`config.mk`:
```
export PLATFORM = sky130hd
export DESIGN_NAME = cp0
export DESIGN_NICKNAME = d
export VERILOG_FILES = /design/src/hw/mem_pkg.sv /design/src/hw/cp0.sv
export VERILOG_INCLUDE_DIRS = /design/src /design/src/hw
export SDC_FILE = /design/constraint.sdc
export NUM_CORES = 1
export LEC_CHECK = 0
export ABC_CLOCK_PERIOD_IN_PS = 6100
export BUFFER_PORTS_ARGS = -buffer_cell sky130_fd_sc_hd__buf_2
export CORE_AREA = 3 3 256 258
export DETAILED_ROUTE_END_ITERATION = 12
export DIE_AREA = 0 0 259 261
export PLACE_DENSITY = 0.49
export SETUP_SLACK_MARGIN = 0.1
export SLEW_MARGIN = 20
export SYNTH_ARGS = -nofsm -noshare
export SYNTH_HDL_FRONTEND = slang
export SYNTH_SLANG_ARGS = --single-unit
```
`constraint.sdc`:
```
create_clock -name clk -period 6.1 [get_ports clk]
set_clock_uncertainty 0.05 [all_clocks]
set_input_delay 1.22 -clock clk [delete_from_list [all_inputs] [get_ports clk]]
set_output_delay 1.22 -clock clk [all_outputs]
set_load 0.005 [all_outputs]
```
`src/hw/mem_config.svh`:
```
/*
 * memory subsystem configuration
 * widths, TLB geometry, coprocessor-0 register numbers, the exception
 * vector and data RAM sizing
 */
`ifndef MEM_CONFIG_SVH
`define MEM_CONFIG_SVH

`define MEM_REGADDR_W 5
`define MEM_INT_W 8

`define MEM_TLB_N 4
`define MEM_TLB_IDX_W 2
`define MEM_VPN_W 20
`define MEM_PFN_W 20
`define MEM_PAGE_W 12
`define MEM_WADDR_W (`MEM_PFN_W + `MEM_PAGE_W - 2)

// coprocessor 0 register numbers
`define MEM_CP0_NREG 16
`define MEM_CP0_ADDR_W 4
`define MEM_CP0_INDEX 0
`define MEM_CP0_ENTRY_LO 2
`define MEM_CP0_BADVADDR 8
`define MEM_CP0_COUNT 9
`define MEM_CP0_ENTRY_HI 10
`define MEM_CP0_COMPARE 11
`define MEM_CP0_STATUS 12
`define MEM_CP0_CAUSE 13
`define MEM_CP0_EPC 14

`define MEM_EXC_VECTOR 32'h80000180

`define MEM_RAM_WORDS 1024
`define MEM_RAM_WAIT 2

`endif

```
`src/hw/mem_pkg.sv`:
```
/*
 * memory subsystem types
 * operation and exception encodings, and the bundles exchanged between
 * the stage, coprocessor 0, the MMU and the data RAM
 */
`include "mem_config.svh"

package mem_pkg;

	typedef enum logic [2:0] {
		OP_NONE,
		OP_LOAD,
		OP_STORE,
		OP_READ_CP0,
		OP_WRITE_CP0,
		OP_WRITE_TLB
	} mem_op_e;

	// MIPS cause codes, the unused code 31 marks no exception
	typedef enum logic [4:0] {
		EXC_INT  = 5'd0,
		EXC_TLBL = 5'd2,
		EXC_TLBS = 5'd3,
		EXC_SYS  = 5'd8,
		EXC_NONE = 5'd31
	} exc_code_e;

	typedef struct packed {
		mem_op_e op;
		logic [31:0] addr;
		logic [31:0] data;
		logic [31:0] alu_result;
		logic [`MEM_REGADDR_W-1:0] wb_addr;
		exc_code_e exc_code;
		logic [31:0] epc;
		logic [31:0] badvaddr;
	} ex2mem_t;

	typedef struct packed {
		logic [`MEM_VPN_W-1:0] vpn;
		logic [`MEM_PFN_W-1:0] pfn;
		logic valid;
	} tlb_entry_t;

	typedef struct packed {
		logic enable;
		logic [`MEM_TLB_IDX_W-1:0] index;
		tlb_entry_t entry;
	} tlb_write_t;

	typedef struct packed {
		mem_op_e op;
		logic [31:0] vaddr;
		logic [31:0] wdata;
	} mmu_req_t;

	typedef struct packed {
		logic write;
		logic [`MEM_WADDR_W-1:0] addr;
		logic [31:0] wdata;
	} ram_req_t;

	typedef struct packed {
		logic enable;
		logic [`MEM_CP0_ADDR_W-1:0] addr;
		logic [31:0] data;
	} cp0_write_t;

	typedef logic [`MEM_CP0_NREG-1:0][31:0] cp0_regs_t;

endpackage

```
`src/hw/cp0.sv`:
```
/*
 * coprocessor 0
 * status, cause, EPC, BadVAddr, TLB staging and count/compare registers,
 * with the timer interrupt and exception entry
 */
`include "mem_config.svh"

module cp0 import mem_pkg::*; (
	input  logic clk,
	input  logic rst,

	input  cp0_write_t write,
	input  exc_code_e exc_code,
	input  logic [31:0] epc,
	input  logic [31:0] badvaddr,
	input  logic [`MEM_INT_W-1:0] int_pending,

	output cp0_regs_t regs,
	output logic timer_int,

	output logic exc_jmp_flag,
	output logic [31:0] exc_jmp_dest
);

	logic [`MEM_TLB_IDX_W-1:0] index_r;
	logic [31:0] entry_lo_r;
	logic [31:0] entry_hi_r;
	logic [31:0] epc_r;
	logic [31:0] badvaddr_r;
	logic [31:0] count_r;
	logic [31:0] compare_r;
	logic [31:0] status_r;
	logic [31:0] cause_r;

	logic [`MEM_INT_W-1:0] int_all;

	assign int_all = int_pending | {timer_int, {(`MEM_INT_W-1){1'b0}}};

	// ########################################################################
	// control registers and timer

	always_ff @(posedge clk) begin
		if (rst) begin
			status_r <= '0;
			cause_r <= '0;
			count_r <= '0;
			compare_r <= '1;
			timer_int <= 1'b0;
			exc_jmp_flag <= 1'b0;
			exc_jmp_dest <= '0;
		end else begin
			count_r <= count_r + 32'd1;
			exc_jmp_flag <= 1'b0;
			exc_jmp_dest <= '0;

			if (count_r == compare_r)
				timer_int <= 1'b1;

			if (write.enable) begin
				case (write.addr)
					`MEM_CP0_COUNT: count_r <= write.data;
					`MEM_CP0_COMPARE: begin
						compare_r <= write.data;
						timer_int <= 1'b0;
					end
					`MEM_CP0_STATUS: status_r <= write.data;
					default: begin
					end
				endcase
			end

			if (exc_code != EXC_NONE) begin
				cause_r <= {16'b0, int_all, 1'b0, exc_code, 2'b0};
				status_r[1] <= 1'b1;
				exc_jmp_flag <= 1'b1;
				exc_jmp_dest <= `MEM_EXC_VECTOR;
			end
		end
	end

	// ########################################################################
	// software and exception data registers

	always_ff @(posedge clk) begin
		if (write.enable) begin
			case (write.addr)
				`MEM_CP0_INDEX: index_r <= write.data[`MEM_TLB_IDX_W-1:0];
				`MEM_CP0_ENTRY_LO: entry_lo_r <= write.data;
				`MEM_CP0_ENTRY_HI: entry_hi_r <= write.data;
				`MEM_CP0_EPC: epc_r <= write.data;
				default: begin
				end
			endcase
		end
		if (exc_code != EXC_NONE) begin
			epc_r <= epc;
			badvaddr_r <= badvaddr;
		end
	end

	always_comb begin
		regs = '0;
		regs[`MEM_CP0_INDEX] = 32'(index_r);
		regs[`MEM_CP0_ENTRY_LO] = entry_lo_r;
		regs[`MEM_CP0_BADVADDR] = badvaddr_r;
		regs[`MEM_CP0_COUNT] = count_r;
		regs[`MEM_CP0_ENTRY_HI] = entry_hi_r;
		regs[`MEM_CP0_COMPARE] = compare_r;
		regs[`MEM_CP0_STATUS] = status_r;
		regs[`MEM_CP0_CAUSE] = cause_r;
		regs[`MEM_CP0_EPC] = epc_r;
	end

endmodule

```
==> results of run 1 <==
## metal layers
layer  routed length [um]  vias to the layer above  global-route usage [%]
met5                   13                        -                       0
met4                  778                        2                    2.66
met3                 3480                       46                    2.58
met2                19400                      457                    19.0
met1                14900                     3909                    12.1
li1                     -                     3764                       -
## final timing paths
check | from | to | cells after the start
hold / removal | cause_r[8]$_SDFFE_PP0N_ | cause_r[8]$_SDFFE_PP0N_ | 2
hold reg to reg | cause_r[8]$_SDFFE_PP0N_ | cause_r[8]$_SDFFE_PP0N_ | 2
setup / recovery | exc_code[3] | epc_r[18]$_DFFE_PP_ | 6
setup reg to reg | count_r[0]$_SDFF_PP0_ | count_r[28]$_SDFF_PP0_ | 6
## layout by cell type (no fill, tap or decap), types with 9 or more instances in the layout
cell type	n
clkbuf_16	29
nand4_1	20
a211o_1	32
a21oi_1	41
xor2_1	20
a211oi_1	24
xnor2_1	41
clkinv_2	10
buf_4	9
buf_2	358
nand2_1	191
nand3_1	11
dfxtp_1	111
edfxtp_1	130
nor2_1	39
nor2b_1	32
conb_1	302
## where the power goes
group	total (mW)	internal (mW)	leakage, nW	switching [mW]
registers	1.81	1.77	2.18	0.0358
clock network	1.66	0.977	0.455	0.686
logic	0.286	0.0986	3.42	0.187
## final cells by class
type,count,area [um2]
timing repair buffer,367,1860
tap,846,1060
sequential,241,6130
clock inverter,17,146
inverter,5,21.3
clock buffer,35,768
multi-input combinational,802,4000
fill,6930,49200
## through the flow
| stage | hold slack (ns) | util, % | std cells | worst slack (ns) |
|---|---|---|---|---|
| 3_5_place_dp | 0.394 | 20.7 | 2261 | 2.54 |
| 4_1_cts | 0.402 | 22.1 | 2313 | 3.14 |
| 2_1_floorplan | 0.398 | - | 1397 | 0.791 |
| 5_1_grt | 0.415 | 22.1 | 2313 | 3.04 |
| 3_3_place_gp | 0.391 | 20.7 | 2261 | 2.61 |
| 6_report | 0.399 | 22.1 | 2313 | 3.22 |
## state kept, by name, summed over array words and instances, names as in the netlist
| signal | cells |
|---|---|
| badvaddr_r | 32 |
| compare_r | 32 |
| count_r | 32 |
| entry_hi_r | 32 |
| entry_lo_r | 32 |
| epc_r | 32 |
| status_r | 32 |
| cause_r | 13 |
| index_r | 2 |
| exc_jmp_dest | 1 |
| timer_int | 1 |
## logic make-up (layout without fill, tap and decap cells)
family          after synthesis  after routing  share of synthesized area (%)
buf+inv                     354            424                           21.8
simple gates                331            331                           13.4
flops                       241            241                           53.6
compound gates              106            106                           6.37
xor+xnor                     61             61                           4.67
fa+ha+maj                     1              1                          0.109
other cells                   1            302                         0.0328
mux                           1              1                         0.0875
## worst min-delay path, stage by stage, from the launching register on
cell     delay (ns)
dfxtp_1        0.31
nand2_1        0.05
a21oi_1        0.05
==> impl_metrics.yaml, run 1 <==
status:
  outcome: "completed"
logic_synthesis:
  synth_edf_count: 130
  synth-seq-cells: 241
  syn_inst: 1096
  synth_cell_types: 42
  synthTopCellsByCount: "buf_4 (306), nand2_1 (191), edfxtp_1 (130)"
  netlist_area_mm2: 0.0114
  yosys_warnings: 0
  yosysTopAreaCell: "edfxtp_1"
  ys_seq_area_share_pct: 53.6
  synth_area_leaders: "edfxtp_1 (34%), buf_4 (20%), dfxtp_1 (19%), nand2_1 (6.3%), xnor2_1 (3.1%)"
  synth_top_area_share_pct: 34.1
  syn_avg_cell_area_um2: 10.4
  yosys_most_used_dff: "edfxtp_1"
  synthArstFlopShare_pct: 0
  yosysMostFrequentCell: "buf_4"
grt:
  grt_max_degree: 77
  grt.overflow.total: 0
  antenna_found_initial: 2
  gr-usage-all-layers_pct: 10.4
  grt_pass1_vias: 7620
  grt_pass1_wl_mm: 52.3
layout:
  drive_above_1_share_pct: 29.4
  antenna_cells: 0
  syn_to_final_growth_pct: 22.2
  fin_nets: 1562
  final_area_mm2: 0.0140
power_and_ir_drop:
  power_mw: 3.76
  p_per_area_mw_per_mm2: 269
  ir_drop_uv: 183
  leakagePower_nw: 6.05
sta:
  setup_tns_ns: 0
  min_period_ns: 2.88
  hold_viol: 0
  fin_crit_sh_pct: 47.2
  max_slew_margin_pct: 32.7
  fmax_mhz: 348
  setup_viol: 0
  drv_slew: 0
  rsz0062_at_grt: "no"
  worstMarginPinSlew_ns: 1.01
route:
  wire_per_inst_um: 16.7
  routed_via_density: 3.54
  drtAntennaViolNets: 0
  dr.first_iter.drc_count: 515
  dr.pass1.iters: 5
  finalWirelength_mm: 38.6
  num_vias: 8178
  drc_errors: 0
critical_path:
  cp_data_arrival_time_ns: 3.12
  criticalPathCategory: "input port to flop"
  slowest_delay_ns: 0.66
  cp_max_fo: 76
  worstPathRequired_ns: 6.34
  startpoint_type: "input port"
  slowest_stage: "nor2_4"
  crit_path_frequent_cell: "nand2_1"
  ff2ff_setup_slack_ns: 3.63
  critPathCaptureType: "flop"
  crit_buf_inv: 2
  crit_family: "simple AND/OR/NAND/NOR gates"
  crit_chain: "buf_2, nand4_1, nor2_4, inv_4, nand2_1, nand2_1"
clock_tree:
  clockBufferDepth: 3
  ctsResizeCount: 0
  root_buffer: "clkbuf_16"
  postCtsSetupRepairBufs: 0
  clkTransAtPathRegs_ns: 0.06
  htree_levels: 1
  postCtsHoldBufs: 0
  cts_tree: "built"
  cts_buffers: 28
  insertion_delay_ns: 0.56
  clock_sink_count: 241
placed_design:
  place_congestion: 0.760
  dp_hpwl_mm: 29.1
  dpl_cell_area_mm2: 0.0131
  port_buffers: 359
floorplan:
  initial_core_util_pct: 18.1
  die_height_um: 261
  io_pins: 662
  design.core.area_mm2: 0.0632
  die_x_um: 259
  rows: 92
  dieArea_mm2: 0.0676
flow_run:
  maxCapViolations: 0
hold_path:
  min_path_type: "flop to flop"
No activity file was read; power rests on OpenSTA's default activity.
==> run 2: changes to the inputs <==
--- a/config.mk
+++ b/config.mk
@@ -6,12 +6,13 @@
 export SDC_FILE = /design/constraint.sdc
 export NUM_CORES = 1
 export LEC_CHECK = 0
-export ABC_CLOCK_PERIOD_IN_PS = 6100
+export ABC_AREA = 1
+export ABC_CLOCK_PERIOD_IN_PS = 2450
 export BUFFER_PORTS_ARGS = -buffer_cell sky130_fd_sc_hd__buf_2
-export CORE_AREA = 3 3 256 258
+export CORE_AREA = 3 3 255 257
 export DETAILED_ROUTE_END_ITERATION = 12
-export DIE_AREA = 0 0 259 261
-export PLACE_DENSITY = 0.49
+export DIE_AREA = 0 0 258 260
+export PLACE_DENSITY = 0.51
 export SETUP_SLACK_MARGIN = 0.1
 export SLEW_MARGIN = 20
 export SYNTH_ARGS = -nofsm -noshare
==> constraint.sdc (replaced) <==
create_clock -name clk -period 2.45 [get_ports clk]
set_clock_uncertainty 0.05 [all_clocks]
set_input_delay 0.49 -clock clk [delete_from_list [all_inputs] [get_ports clk]]
set_output_delay 0.49 -clock clk [all_outputs]
set_load 0.005 [all_outputs]
==> run 2 against run 1 <==
Compared with the run above:
- sequential share of layout area down 2.2 points
- total power up 150%
- global-route usage up 0.87 points
- cell area up 5.2%
- non-clock buffer count up 24
- sequential power up 150%
- first-iteration DRC count up 23%
- critical path type is now flop to output pin
- largest cell class unchanged
==> impl_metrics.yaml, run 2 <==
status:
  outcome: "completed"
power_and_ir_drop:
  p_per_area_mw_per_mm2: 635
  power_mw: 9.34
  ir_drop_uv: 527
  leakagePower_nw: 7.00
layout:
  fin_nets: 1823
  drive_above_1_share_pct: 26.7
  syn_to_final_growth_pct: 23.5
  final_cell_mix: "buf_2 (359), conb_1 (302), nand2_1 (280), nor2_1 (132), edfxtp_1 (130)"
  multi_input_area_mm2: 0.00416
  register_area_mm2: 0.00613
  nFillCells: 6991
  final_common_cell: "buf_2"
  antenna_cells: 0
placed_design:
  port_buffers: 359
  dp_hpwl_mm: 32.1
  place_congestion: 0.827
critical_path:
  criticalPathCategory: "flop to output pin"
  cp_data_arrival_time_ns: 1.32
  rr_startpoint: "count_r[14]$_SDFF_PP0_"
  r2r_cells: 9
  startpoint: "count_r[24]$_SDFF_PP0_"
  ff2ff_setup_slack_ns: 0.62
  crit_buf_inv: 2
  startpoint_type: "flop"
  cp-endpoint: "regs[312]"
  reg2reg_to: "count_r[31]$_SDFF_PP0_"
  cp.depth: 2
  slowest_delay_ns: 0.37
  worstPathRequired_ns: 1.91
  crit_chain: "buf_4, buf_2"
  crit_family: "buffers and inverters"
  cp_max_fo: 4
  slowest_stage: "dfxtp_1"
  critPathCaptureType: "output pin"
logic_synthesis:
  synthMuxAreaShare_pct: 0
  yosys_most_used_dff: "edfxtp_1"
  synth_top_area_share_pct: 32.8
  synth_compound_area_share_pct: 5.19
  yosys.area_share.xor_xnor_pct: 2.50
  yosysTopAreaCell: "edfxtp_1"
  synthArstFlopShare_pct: 0
  synth_edf_count: 130
  yosys.area_share.adder_pct: 0.105
  synth_cell_types: 33
  syn_avg_cell_area_um2: 8.95
  synth_area_leaders: "edfxtp_1 (33%), buf_4 (19%), dfxtp_1 (19%), nand2_1 (8.9%), nor2_1 (4.2%)"
  yosys.area_share.simple_pct: 17.2
  yosysMostFrequentCell: "buf_4"
  synth_top_family_by_area: "buffers and inverters"
  netlist_area_mm2: 0.0119
  yosys_warnings: 0
  syn_inst: 1331
  synth-seq-cells: 241
  synthTopCellsByCount: "buf_4 (306), nand2_1 (281), nor2_1 (133)"
  ys_seq_area_share_pct: 51.4
grt:
  antenna_found_initial: 4
  grt.overflow.total: 0
  grt_pass1_vias: 8177
  grt_pass1_wl_mm: 56.3
  gr-usage-all-layers_pct: 11.2
  grt_max_degree: 59
clock_tree:
  cts_buffers: 25
  clkTransAtPathRegs_ns: 0.06
  insertion_delay_ns: 0.56
  cts_tree: "built"
  root_buffer: "clkbuf_16"
  htree_levels: 1
  clockBufferDepth: 3
  postCtsSetupRepairBufs: 0
  ctsResizeCount: 0
  clock_sink_count: 241
  postCtsHoldBufs: 0
sta:
  drv_slew: 0
  setup_tns_ns: 0
  fin_crit_sh_pct: 75.9
  setup_viol: 0
  max_slew_margin_pct: 53.1
  hold_viol: 0
  fmax_mhz: 538
  min_period_ns: 1.86
  rsz0062_at_grt: "no"
  worstMarginPinSlew_ns: 0.703
floorplan:
  design.core.area_mm2: 0.0630
  die_x_um: 258
  dieArea_mm2: 0.0671
  die_height_um: 260
  initial_core_util_pct: 18.9
  rows: 92
  io_pins: 662
route:
  routed_via_density: 3.57
  dr.pass1.iters: 5
  drc_errors: 0
  num_vias: 9167
  dr.first_iter.drc_count: 633
  drtAntennaViolNets: 0
  finalWirelength_mm: 41.2
  wire_per_inst_um: 16.0
hold_path:
  min_path_type: "input port to flop"
flow_run:
  maxCapViolations: 0
## run 2: cell types whose count changed in the layout (fill, tap and decap cells not counted), sizes merged, moves of 19 or more
cell and delta:
nor2 +93, buf +24, inv +89, a211oi -24
nand2 +94, nand4 -19, a211o -32, o21ai +84
nor2b -32, a21oi -22, nand3 +42
## run 2: power by group
part / switching [mW] / leakage (nW) / internal [mW]
Sequential: 0.0701 / 2.18 / 4.41
Clock: 1.69 / 0.430 / 2.38
Combinational: 0.522 / 4.39 / 0.280
## run 2: cell type report
| type | count | share of cell area, % |
|---|---|---|
| timing repair buffer | 391 | 14.6 |
| clock inverter | 13 | 1.14 |
| sequential | 241 | 41.7 |
| tap | 846 | 7.20 |
| multi-input combinational | 954 | 28.3 |
| inverter | 93 | 2.37 |
| clock buffer | 33 | 4.81 |
## run 2: worst min-delay path by stage
| stage | end | startpoint | cells after the start | slack (ns) |
|---|---|---|---|---|
| floorplan | cause_r[6]$_SDFFE_PP0N_ | cause_r[6]$_SDFFE_PP0N_ | 2 | 0.39 |
| global placement | cause_r[6]$_SDFFE_PP0N_ | cause_r[6]$_SDFFE_PP0N_ | 2 | 0.39 |
| detailed placement | cause_r[6]$_SDFFE_PP0N_ | cause_r[6]$_SDFFE_PP0N_ | 2 | 0.39 |
| CTS | badvaddr_r[17]$_DFFE_PN_ | badvaddr[17] | 1 | 0.02 |
| global route | badvaddr_r[17]$_DFFE_PN_ | badvaddr[17] | 1 | 0.03 |
| finish | badvaddr_r[17]$_DFFE_PN_ | badvaddr[17] | 1 | 0.06 |
## run 2: metal layers
metal  wire, um  GRT usage, %  up-vias
li1           -             -     4394
met1      16800          13.9     4234
met2      19900          20.0      495
met3       3560          2.17       42
met4        824          2.77        2
met5         12             0        -
## run 2: logic make-up after synthesis
logic type | after synthesis
simple gates | 499
buf+inv | 437
flops | 241
compound gates | 118
xor+xnor | 34
fa+ha+maj | 1
other cells | 1
## run 2: worst register-to-register path: stages (launching register included)
cell,delay (ns)
dfxtp_1,0.53
nand2_1,0.17
nor3_1,0.28
nand2_1,0.14
nor2_1,0.25
nand2_1,0.09
nand2_1,0.06
nand3_1,0.06
nand2_1,0.06
inv_1,0.03
## run 2: stage by stage
| step | cell area, um2 | utilization, % | hold slack, ns | std cells | worst slack (ns) |
|---|---|---|---|---|---|
| finish | 14700 | 23.4 | 0.0599 | 2571 | 0.590 |
| global route | 14700 | 23.4 | 0.0314 | 2571 | 0.406 |
| CTS | 14700 | 23.3 | 0.0225 | 2570 | 0.561 |
| detailed placement | 13800 | 21.9 | 0.391 | 2524 | 0.109 |
| global placement | 13800 | 21.9 | 0.388 | 2524 | 0.143 |
| floorplan | 13100 | - | 0.392 | 1632 | 0.0526 |
