==> config.mk <==
export PLATFORM = sky130hd
export DESIGN_NAME = stage_mem
export DESIGN_NICKNAME = d
export VERILOG_FILES = /design/src/hw/mem_pkg.sv /design/src/hw/stage_mem.sv
export VERILOG_INCLUDE_DIRS = /design/src /design/src/hw
export SDC_FILE = /design/constraint.sdc
export NUM_CORES = 1
export LEC_CHECK = 0
export BUFFER_PORTS_ARGS = -buffer_cell sky130_fd_sc_hd__buf_2
export CORE_AREA = 2 2 382 384
export DETAILED_ROUTE_END_ITERATION = 7
export DIE_AREA = 0 0 384 386
export PLACE_DENSITY = 0.35
export SETUP_SLACK_MARGIN = 0.05
export SLEW_MARGIN = 5
export SYNTH_ARGS = -nofsm -noshare
export SYNTH_HDL_FRONTEND = slang
export SYNTH_SLANG_ARGS = --single-unit
==> constraint.sdc <==
create_clock -name clk -period 19.6 [get_ports clk]
set_input_delay 3.92 -clock clk [delete_from_list [all_inputs] [get_ports clk]]
set_output_delay 3.92 -clock clk [all_outputs]
set_load 0.05 [all_outputs]
==> src/hw/mem_config.svh <==
/*
 * memory subsystem configuration
 * widths, TLB geometry, coprocessor-0 register numbers, the exception
 * vector and data RAM sizing
 */
`ifndef MEM_CONFIG_SVH
`define MEM_CONFIG_SVH

`define MEM_REGADDR_W 5
`define MEM_INT_W 8

`define MEM_TLB_N 4
`define MEM_TLB_IDX_W 2
`define MEM_VPN_W 20
`define MEM_PFN_W 20
`define MEM_PAGE_W 12
`define MEM_WADDR_W (`MEM_PFN_W + `MEM_PAGE_W - 2)

// coprocessor 0 register numbers
`define MEM_CP0_NREG 16
`define MEM_CP0_ADDR_W 4
`define MEM_CP0_INDEX 0
`define MEM_CP0_ENTRY_LO 2
`define MEM_CP0_BADVADDR 8
`define MEM_CP0_COUNT 9
`define MEM_CP0_ENTRY_HI 10
`define MEM_CP0_COMPARE 11
`define MEM_CP0_STATUS 12
`define MEM_CP0_CAUSE 13
`define MEM_CP0_EPC 14

`define MEM_EXC_VECTOR 32'h80000180

`define MEM_RAM_WORDS 1024
`define MEM_RAM_WAIT 2

`endif

==> src/hw/mem_pkg.sv <==
/*
 * memory subsystem types
 * operation and exception encodings, and the bundles exchanged between
 * the stage, coprocessor 0, the MMU and the data RAM
 */
`include "mem_config.svh"

package mem_pkg;

	typedef enum logic [2:0] {
		OP_NONE,
		OP_LOAD,
		OP_STORE,
		OP_READ_CP0,
		OP_WRITE_CP0,
		OP_WRITE_TLB
	} mem_op_e;

	// MIPS cause codes, the unused code 31 marks no exception
	typedef enum logic [4:0] {
		EXC_INT  = 5'd0,
		EXC_TLBL = 5'd2,
		EXC_TLBS = 5'd3,
		EXC_SYS  = 5'd8,
		EXC_NONE = 5'd31
	} exc_code_e;

	typedef struct packed {
		mem_op_e op;
		logic [31:0] addr;
		logic [31:0] data;
		logic [31:0] alu_result;
		logic [`MEM_REGADDR_W-1:0] wb_addr;
		exc_code_e exc_code;
		logic [31:0] epc;
		logic [31:0] badvaddr;
	} ex2mem_t;

	typedef struct packed {
		logic [`MEM_VPN_W-1:0] vpn;
		logic [`MEM_PFN_W-1:0] pfn;
		logic valid;
	} tlb_entry_t;

	typedef struct packed {
		logic enable;
		logic [`MEM_TLB_IDX_W-1:0] index;
		tlb_entry_t entry;
	} tlb_write_t;

	typedef struct packed {
		mem_op_e op;
		logic [31:0] vaddr;
		logic [31:0] wdata;
	} mmu_req_t;

	typedef struct packed {
		logic write;
		logic [`MEM_WADDR_W-1:0] addr;
		logic [31:0] wdata;
	} ram_req_t;

	typedef struct packed {
		logic enable;
		logic [`MEM_CP0_ADDR_W-1:0] addr;
		logic [31:0] data;
	} cp0_write_t;

	typedef logic [`MEM_CP0_NREG-1:0][31:0] cp0_regs_t;

endpackage

==> src/hw/stage_mem.sv <==
/*
 * memory access stage
 * arbitrates incoming exceptions, interrupts and the requested operation,
 * drives coprocessor 0, TLB writes and MMU accesses, and holds writeback
 */
`include "mem_config.svh"

module stage_mem import mem_pkg::*; (
	input  logic clk,
	input  logic rst,

	input  ex2mem_t ex2mem,
	input  logic [`MEM_INT_W-1:0] int_req,

	output logic [`MEM_REGADDR_W-1:0] wb_addr,
	output logic [31:0] wb_data,

	output logic stall,
	output logic flush,
	output logic is_user_mode,

	output mmu_req_t mmu_req,
	input  logic [31:0] mmu_rdata,
	input  logic mmu_busy,
	input  exc_code_e mmu_exc,

	output tlb_write_t tlb_write,

	input  cp0_regs_t cp0_regs,
	input  logic cp0_timer_int,
	output cp0_write_t cp0_write,
	output exc_code_e cp0_exc,
	output logic [31:0] cp0_epc,
	output logic [31:0] cp0_badvaddr
);

	typedef enum logic {
		ST_READY,
		ST_WAIT
	} state_e;

	state_e state;

	// set while the wait belongs to an MMU access, not to a CP0 or TLB write
	logic mmu_wait;
	// the MMU only answers from the cycle after the request pulse
	logic mmu_seen;

	logic [`MEM_REGADDR_W-1:0] wb_latch;
	logic [31:0] acc_addr;

	logic [31:0] status;
	logic [`MEM_INT_W-1:0] int_all;
	logic int_take;

	// ########################################################################
	// interrupt gating

	assign status = cp0_regs[`MEM_CP0_STATUS];
	assign int_all = int_req | {cp0_timer_int, {(`MEM_INT_W-1){1'b0}}};

	// no new interrupt while the previous exception is still being entered
	assign int_take = |(int_all & status[15:8]) && status[0] && !status[1] && !flush;

	assign is_user_mode = (status[4:3] == 2'b10) && !status[1];

	assign stall = (state == ST_WAIT);
	assign flush = (cp0_exc != EXC_NONE);

	// ########################################################################
	// control

	always_ff @(posedge clk) begin
		// one-cycle pulses fall back to idle unless set below
		mmu_req.op <= OP_NONE;
		cp0_write.enable <= 1'b0;
		tlb_write.enable <= 1'b0;
		cp0_exc <= EXC_NONE;

		if (rst) begin
			state <= ST_READY;
			wb_addr <= '0;
			mmu_wait <= 1'b0;
			mmu_seen <= 1'b0;
		end else begin
			case (state)
				ST_READY: begin
					cp0_epc <= ex2mem.epc;
					cp0_badvaddr <= ex2mem.badvaddr;
					acc_addr <= ex2mem.addr;
					// a store retires with register 0
					wb_latch <= (ex2mem.op == OP_LOAD) ? ex2mem.wb_addr : '0;

					if (ex2mem.exc_code != EXC_NONE) begin
						cp0_exc <= ex2mem.exc_code;
					end else if (int_take) begin
						cp0_exc <= EXC_INT;
					end else begin
						wb_addr <= ex2mem.wb_addr;
						wb_data <= ex2mem.alu_result;
						case (ex2mem.op)
							OP_READ_CP0:
								wb_data <= cp0_regs[ex2mem.addr[`MEM_CP0_ADDR_W-1:0]];
							OP_WRITE_CP0: begin
								state <= ST_WAIT;
								mmu_wait <= 1'b0;
								wb_addr <= '0;
								cp0_write.enable <= 1'b1;
								cp0_write.addr <= ex2mem.addr[`MEM_CP0_ADDR_W-1:0];
								cp0_write.data <= ex2mem.data;
							end
							OP_WRITE_TLB: begin
								state <= ST_WAIT;
								mmu_wait <= 1'b0;
								wb_addr <= '0;
								tlb_write.enable <= 1'b1;
								tlb_write.index <=
									cp0_regs[`MEM_CP0_INDEX][`MEM_TLB_IDX_W-1:0];
								tlb_write.entry.vpn <=
									cp0_regs[`MEM_CP0_ENTRY_HI][31 -: `MEM_VPN_W];
								tlb_write.entry.pfn <=
									cp0_regs[`MEM_CP0_ENTRY_LO][6 +: `MEM_PFN_W];
								tlb_write.entry.valid <= cp0_regs[`MEM_CP0_ENTRY_LO][1];
							end
							OP_LOAD, OP_STORE: begin
								state <= ST_WAIT;
								mmu_wait <= 1'b1;
								mmu_seen <= 1'b0;
								wb_addr <= '0;
								mmu_req.op <= ex2mem.op;
								mmu_req.vaddr <= ex2mem.addr;
								mmu_req.wdata <= ex2mem.data;
							end
							default: begin
							end
						endcase
					end
				end

				ST_WAIT: begin
					if (!mmu_wait) begin
						state <= ST_READY;
					end else if (!mmu_seen) begin
						mmu_seen <= 1'b1;
					end else if (mmu_exc != EXC_NONE) begin
						// translation fault, report the faulting address
						state <= ST_READY;
						cp0_exc <= mmu_exc;
						cp0_badvaddr <= acc_addr;
					end else if (!mmu_busy) begin
						state <= ST_READY;
						wb_addr <= wb_latch;
						wb_data <= mmu_rdata;
					end
				end

				default: state <= ST_READY;
			endcase
		end
	end

endmodule

==> results.py, run 1 <==
metrics = {
    "synth": {
        "netlist_area_mm2": 0.0139,
        "synth_cell_type_count": 46,
        "synth.most_common_cell": "edfxtp_1",
        "ys_seq_area_share_pct": 62.4,
        "avgSynthCellArea_um2": 18.7,
        "yosysTopAreaCell": "edfxtp_1",
        "synthTopCellsByArea": "edfxtp_1, mux4_2, mux2i_1, dfxtp_1, mux2_2",
        "synth_nets": 1473,
        "synth_warnings": 0,
        "synth_top_area_share_pct": 59.8,
        "async_flop_share_pct": 0,
        "ys_ff_latch": 294,
        "netlist_instances": 739,
        "synth_ff_type": "edfxtp_1",
        "synth_commonest_cells": "edfxtp_1, mux4_2, nand2_1",
        "synth-edff-count": 276,
    },
    "sta": {
        "holdWs_ns": 0.527,
        "max_slew.worst_pin.slew_ns": 0.994,
        "timing.final.crit_share_pct": 47.8,
        "max_clock_freq_ghz": 0.107,
        "slew-limit-headroom_pct": 33.6,
        "setup_violations": 0,
        "finClkSkew_ns": 0.0497,
        "hold_violations": 0,
        "period_needed_ns": 9.36,
        "worst_slack_ns": 10.24,
        "slew_violations": 0,
        "fin_setup_tns_ns": 0,
        "rsz0062_at_grt": "false",
    },
    "setup_path": {
        "crit_cells": 3,
        "crit_slowest_cell": "nor3b_1",
        "criticalPathCategory": "in2out",
        "endpoint": "is_user_mode",
        "start_kind": "input pin",
        "critPathMaxStageDelay_ns": 0.84,
        "cp-startpoint": "cp0_regs[385]",
        "r2r_end": "mmu_req[2]$_DFFE_PP_",
        "path_buf_inv": 2,
        "cp_cell_sequence": "buf_2 -> nor3b_1 -> buf_2",
        "path_common_cell": "buf_2",
        "rr_startpoint": "stall$_SDFF_PP0_",
        "path_delay_family": "simple AND/OR/NAND/NOR gates",
        "r2r_cells": 4,
        "rrSetupSlack_ns": 16.27,
        "cp.arrival_ns": 5.44,
        "crit_fanout": 3,
        "endpoint_kind": "output pin",
        "crit_required_ns": 15.68,
    },
    "clock_network": {
        "cts_tree": "yes",
        "cts-hold-fix-buffers": 0,
        "clkTransAtPathRegs_ns": 0.05,
        "numClockSinks": 294,
        "cts_max_path_buffers": 3,
        "root_buffer": "clkbuf_16",
        "cts_made_buffers": 42,
        "post-cts-setup-buffer-count": 0,
        "cts_htree_levels": 2,
        "clkLatencyLatePin_ns": 0.62,
        "cts.repair.resized": 0,
    },
    "global_routing": {
        "antenna_found_initial": 72,
        "grt_pass1_wl_um": 129000,
        "first_global_vias": 13100,
        "grt_usage_pct": 13.3,
        "grt_max_degree": 90,
        "grt_overflow": 0,
    },
    "routing": {
        "via_per_inst": 3.34,
        "routedWlPerCell_um": 27.8,
        "dr.pass1.iters": 8,
        "totalWireLength_um": 103000,
        "drtIter0Drc": 699,
        "final_antenna_net_count": 0,
        "via_count": 12300,
        "drc": 3,
    },
    "floorplan": {
        "rows": 140,
        "dieArea_mm2": 0.148,
        "die-width_um": 384,
        "io_pins": 991,
        "start_util_pct": 9.59,
        "coreArea_mm2": 0.145,
        "die_h_um": 386,
    },
    "pwr": {
        "clkPwrFrac_pct": 44.4,
        "combinationalPowerShare_pct": 15.3,
        "vdd_drop_max_mv": 0.0510,
        "p_leak_nw": 8.94,
        "switching_share_pct": 27.6,
        "switchingPower_w": 0.000484,
        "p_int_w": 0.00127,
        "power.total_w": 0.00175,
        "p_per_area_mw_per_mm2": 77.9,
        "seq_power_share_pct": 40.3,
    },
    "status": {
        "status": "complete, but fails checks",
        "violations": "design-rule violations",
    },
    "placement": {
        "place_ws_ns": 10.00,
        "hpwl_um": 86500,
        "io_buffers": 990,
        "gp_congestion": 0.882,
        "dpl_cell_area_mm2": 0.0211,
    },
    "cells_and_area": {
        "nets": 2467,
        "design_area_mm2": 0.0225,
        "syn_to_final_growth_pct": 62.5,
        "drive_above_1_share_pct": 70.6,
    },
    "worst_hold_path": {
        "hp-class": "reg2reg",
    },
    "flow_run": {
        "maxCapViolCount": 0,
    },
}
==> cells by family (layout without fill, tap and decap cells) <==
logic type             count (synthesis)  after routing  synth area share [%]
multiplexers                         197            197                  26.1
flip-flops                           294            294                  62.4
other                                  1             12                0.0271
AND/OR/NAND/NOR                       87             87                  3.10
XOR/XNOR                               2              2                 0.126
AO/OA/AOI/OAI                         97             97                  5.81
buffers and inverters                 61           1088                  2.45
==> power by group through the flow <==
stage                     clock [W]  sequential (W)  combinational (W)
after floorplan                   0        0.000754          0.0000887
after global placement            0        0.000720           0.000275
after detailed placement          0        0.000720           0.000276
after CTS                  0.000827        0.000707           0.000277
after global routing       0.000838        0.000708           0.000289
final                      0.000778        0.000707           0.000269
==> registers in the layout (all words and copies together), names as in the netlist <==
name	cells
mmu_wait	1
cp0_write	37
cp0_badvaddr	32
wb_latch	5
acc_addr	32
stall	1
cp0_epc	32
wb_data	32
mmu_req	67
wb_addr	5
tlb_write	44
mmu_seen	1
cp0_exc	5
==> layer usage <==
layer,wire [um],global-route usage [%],vias up
met5,50,0,-
met4,1990,2.41,8
met3,8660,3.51,143
met2,53200,24.4,774
met1,38900,15.4,6166
li1,-,-,5233
==> worst min-delay path by stage <==
stage	startpoint	endpoint	slack, ns	cells past startpoint
floorplan	mmu_wait$_SDFFE_PP0P_	stall$_SDFF_PP0_	0.50	2
global placement	mmu_wait$_SDFFE_PP0P_	stall$_SDFF_PP0_	0.52	2
detailed placement	mmu_wait$_SDFFE_PP0P_	stall$_SDFF_PP0_	0.53	2
CTS	mmu_wait$_SDFFE_PP0P_	stall$_SDFF_PP0_	0.53	2
global route	acc_addr[11]$_DFFE_PP_	cp0_badvaddr[11]$_DFFE_PP_	0.56	1
finish	mmu_wait$_SDFFE_PP0P_	stall$_SDFF_PP0_	0.53	2
==> through the flow <==
step           utilization (%)  cells
2_1_floorplan                -    739
3_3_place_gp              14.6   3606
3_5_place_dp              14.6   3606
4_1_cts                   15.6   3683
5_1_grt                   15.6   3687
6_report                  15.6   3694
==> final cells by class <==
type,count,area (um2)
fill,16300,122000
sequential,294,8650
timing repair buffer,1007,5110
multi-input combinational,384,4940
tap,1917,2400
clock buffer,56,1130
clock inverter,21,233
antenna,11,27.5
inverter,4,15.0
==> layout by cell type, fill, tap and decap left out, types with 4 or more instances in the layout <==
master     instances
nand3_1            4
clkbuf_8           5
o31ai_1            5
buf_4             17
clkbuf_1          11
a31oi_1            4
nand2_1           41
a222oi_1          33
mux2_2            32
o2111ai_1          5
dfxtp_1           17
nor2_1            10
buf_2            987
clkbuf_16         42
mux4_2           128
and2_1             5
inv_1              4
mux2i_1           37
o211ai_1          33
diode_2           11
edfxtp_1         276
nor3_1             4
clkinv_2           8
==> tightest hold or removal path, stage by stage, from the launching register on <==
cell	delay, ns
dfxtp_1	0.32
nand2_1	0.09
o32ai_1	0.09
Power figures use the tool's default switching activity.
==> run 2: changes to the inputs <==
--- a/config.mk
+++ b/config.mk
@@ -7,9 +7,9 @@
 export NUM_CORES = 1
 export LEC_CHECK = 0
 export BUFFER_PORTS_ARGS = -buffer_cell sky130_fd_sc_hd__buf_2
-export CORE_AREA = 2 2 382 384
+export CORE_AREA = 2 2 384 386
 export DETAILED_ROUTE_END_ITERATION = 7
-export DIE_AREA = 0 0 384 386
+export DIE_AREA = 0 0 386 388
 export PLACE_DENSITY = 0.35
 export SETUP_SLACK_MARGIN = 0.05
 export SLEW_MARGIN = 5
==> constraint.sdc (replaced) <==
create_clock -name clk -period 9.4 [get_ports clk]
set_input_delay 1.88 -clock clk [delete_from_list [all_inputs] [get_ports clk]]
set_output_delay 1.88 -clock clk [all_outputs]
set_load 0.05 [all_outputs]
==> results.py, run 2 (synthesis results as in run 1) <==
metrics = {
    "status": {
        "status": "finished, final reports clean",
    },
    "cells_and_area": {
        "nFillCells": 16200,
        "syn_to_final_growth_pct": 63.6,
        "drive_above_1_share_pct": 71.0,
        "final_cell_mix": "buf_2, edfxtp_1, mux4_2",
        "design_area_mm2": 0.0227,
        "area.sequential_mm2": 0.00865,
        "utilization_pct": 15.6,
        "reg_top3": "mmu_req (67), tlb_write (44), cp0_write (37)",
        "nets": 2471,
        "multi_input_area_mm2": 0.00496,
        "layout_commonest_cell": "buf_2",
        "largest_reg_flops": 67,
        "largest-register": "mmu_req",
    },
    "clock_network": {
        "cts_htree_levels": 2,
        "cts-hold-fix-buffers": 0,
        "cts.repair.resized": 0,
        "root_buffer": "clkbuf_16",
        "cts_tree": "yes",
        "clkTransAtPathRegs_ns": 0.05,
        "clkLatencyLatePin_ns": 0.63,
        "post-cts-setup-buffer-count": 0,
        "cts_made_buffers": 43,
        "numClockSinks": 294,
        "cts_max_path_buffers": 3,
    },
    "setup_path": {
        "crit_slowest_cell": "buf_2",
        "crit_fanout": 3,
        "crit_required_ns": 7.52,
        "cp-startpoint": "cp0_regs[385]",
        "cp_cell_sequence": "buf_2 -> nor3b_1 -> buf_2",
        "criticalPathCategory": "in2out",
        "cp.arrival_ns": 2.71,
        "critPathMaxStageDelay_ns": 0.44,
        "path_common_cell": "buf_2",
        "endpoint_kind": "output pin",
        "rr_startpoint": "stall$_SDFF_PP0_",
        "start_kind": "input pin",
    },
    "routing": {
        "final_antenna_net_count": 0,
        "totalWireLength_um": 104000,
        "via_count": 12500,
        "drtIter0Drc": 792,
        "routedWlPerCell_um": 28.0,
        "drc": 0,
        "dr.pass1.iters": 8,
        "via_per_inst": 3.39,
    },
    "global_routing": {
        "first_global_vias": 13200,
        "grt_overflow": 0,
        "grt_usage_pct": 13.2,
        "grt_pass1_wl_um": 130000,
        "grt_max_degree": 74,
        "antenna_found_initial": 73,
    },
    "floorplan": {
        "start_util_pct": 9.54,
        "io_pins": 991,
        "dieArea_mm2": 0.150,
        "rows": 140,
        "die_h_um": 388,
        "die-width_um": 386,
        "coreArea_mm2": 0.145,
    },
    "worst_hold_path": {
        "min-delay-start": "mmu_wait$_SDFFE_PP0P_",
        "hp-class": "reg2reg",
    },
    "sta": {
        "setup_violations": 0,
        "timing.final.crit_share_pct": 48.8,
        "hold_violations": 0,
        "slew_violations": 0,
        "finClkSkew_ns": 0.0365,
        "holdWs_ns": 0.527,
        "rsz0062_at_grt": "false",
        "period_needed_ns": 4.59,
        "slew-limit-headroom_pct": 36.5,
        "max_clock_freq_ghz": 0.218,
        "fin_setup_tns_ns": 0,
        "max_slew.worst_pin.slew_ns": 0.953,
    },
    "placement": {
        "gp_congestion": 0.856,
        "dpl_cell_area_mm2": 0.0212,
        "hpwl_um": 86400,
        "io_buffers": 990,
    },
    "pwr": {
        "p_leak_nw": 9.02,
        "p_per_area_mw_per_mm2": 165,
        "power.total_w": 0.00375,
        "vdd_drop_max_mv": 0.116,
    },
    "flow_run": {
        "maxCapViolCount": 0,
    },
}
## run 2: cell types whose count changed in the layout (fill, tap and decap cells not counted), sizes merged
| cell | change |
|---|---|
| diode | +4 |
| buf | +4 |
| bufinv | +2 |
| clkbuf | -10 |
| inv | +1 |
| clkinv | +9 |
## run 2: where the power goes
| part | leakage, nW | switching, W | internal, W |
|---|---|---|---|
| registers | 2.71 | 0.00000851 | 0.00147 |
| logic | 5.58 | 0.000317 | 0.000243 |
| clock network | 0.719 | 0.000715 | 0.00100 |
| total | 9.02 | 0.00104 | 0.00271 |
## run 2: per-stage QoR
step / setup slack, ns / cells
global placement: 4.23 / 3607
finish: 4.81 / 3704
detailed placement: 4.44 / 3609
floorplan: 0.481 / 739
global route: 4.70 / 3695
CTS: 4.75 / 3689
## run 2: per-layer routing
metal	part of all wire, %	vias up	global-route usage (%)
met5	0.20	-	0
met4	2.0	34	2.77
met3	10	154	4.61
met2	50	815	23.4
met1	38	6291	15.2
li1	-	5254	-
## run 2: final timing paths
check | end | slack (ns) | cells after the start
setup / recovery | is_user_mode | 4.81 | 3
hold / removal | stall$_SDFF_PP0_ | 0.53 | 2
setup reg to reg | wb_data[9]$_DFFE_PP_ | 6.05 | 7
hold reg to reg | stall$_SDFF_PP0_ | 0.53 | 2
## run 2: critical path, delay by kind of cell
family / cells / cell delay (ns)
buffers and inverters: 2 / 0.63
AND/OR/NAND/NOR: 1 / 0.19
## run 2: cell type report
| cell class | count | share of cell area, % |
|---|---|---|
| flip-flops and latches | 294 | 38.2 |
| repair buffers | 1010 | 22.7 |
| multi-input cells | 384 | 21.9 |
| well taps | 1917 | 10.6 |
| clock buffers | 47 | 4.90 |
| clock inverters | 33 | 1.50 |
| diodes | 15 | 0.166 |
| inverters | 4 | 0.0662 |
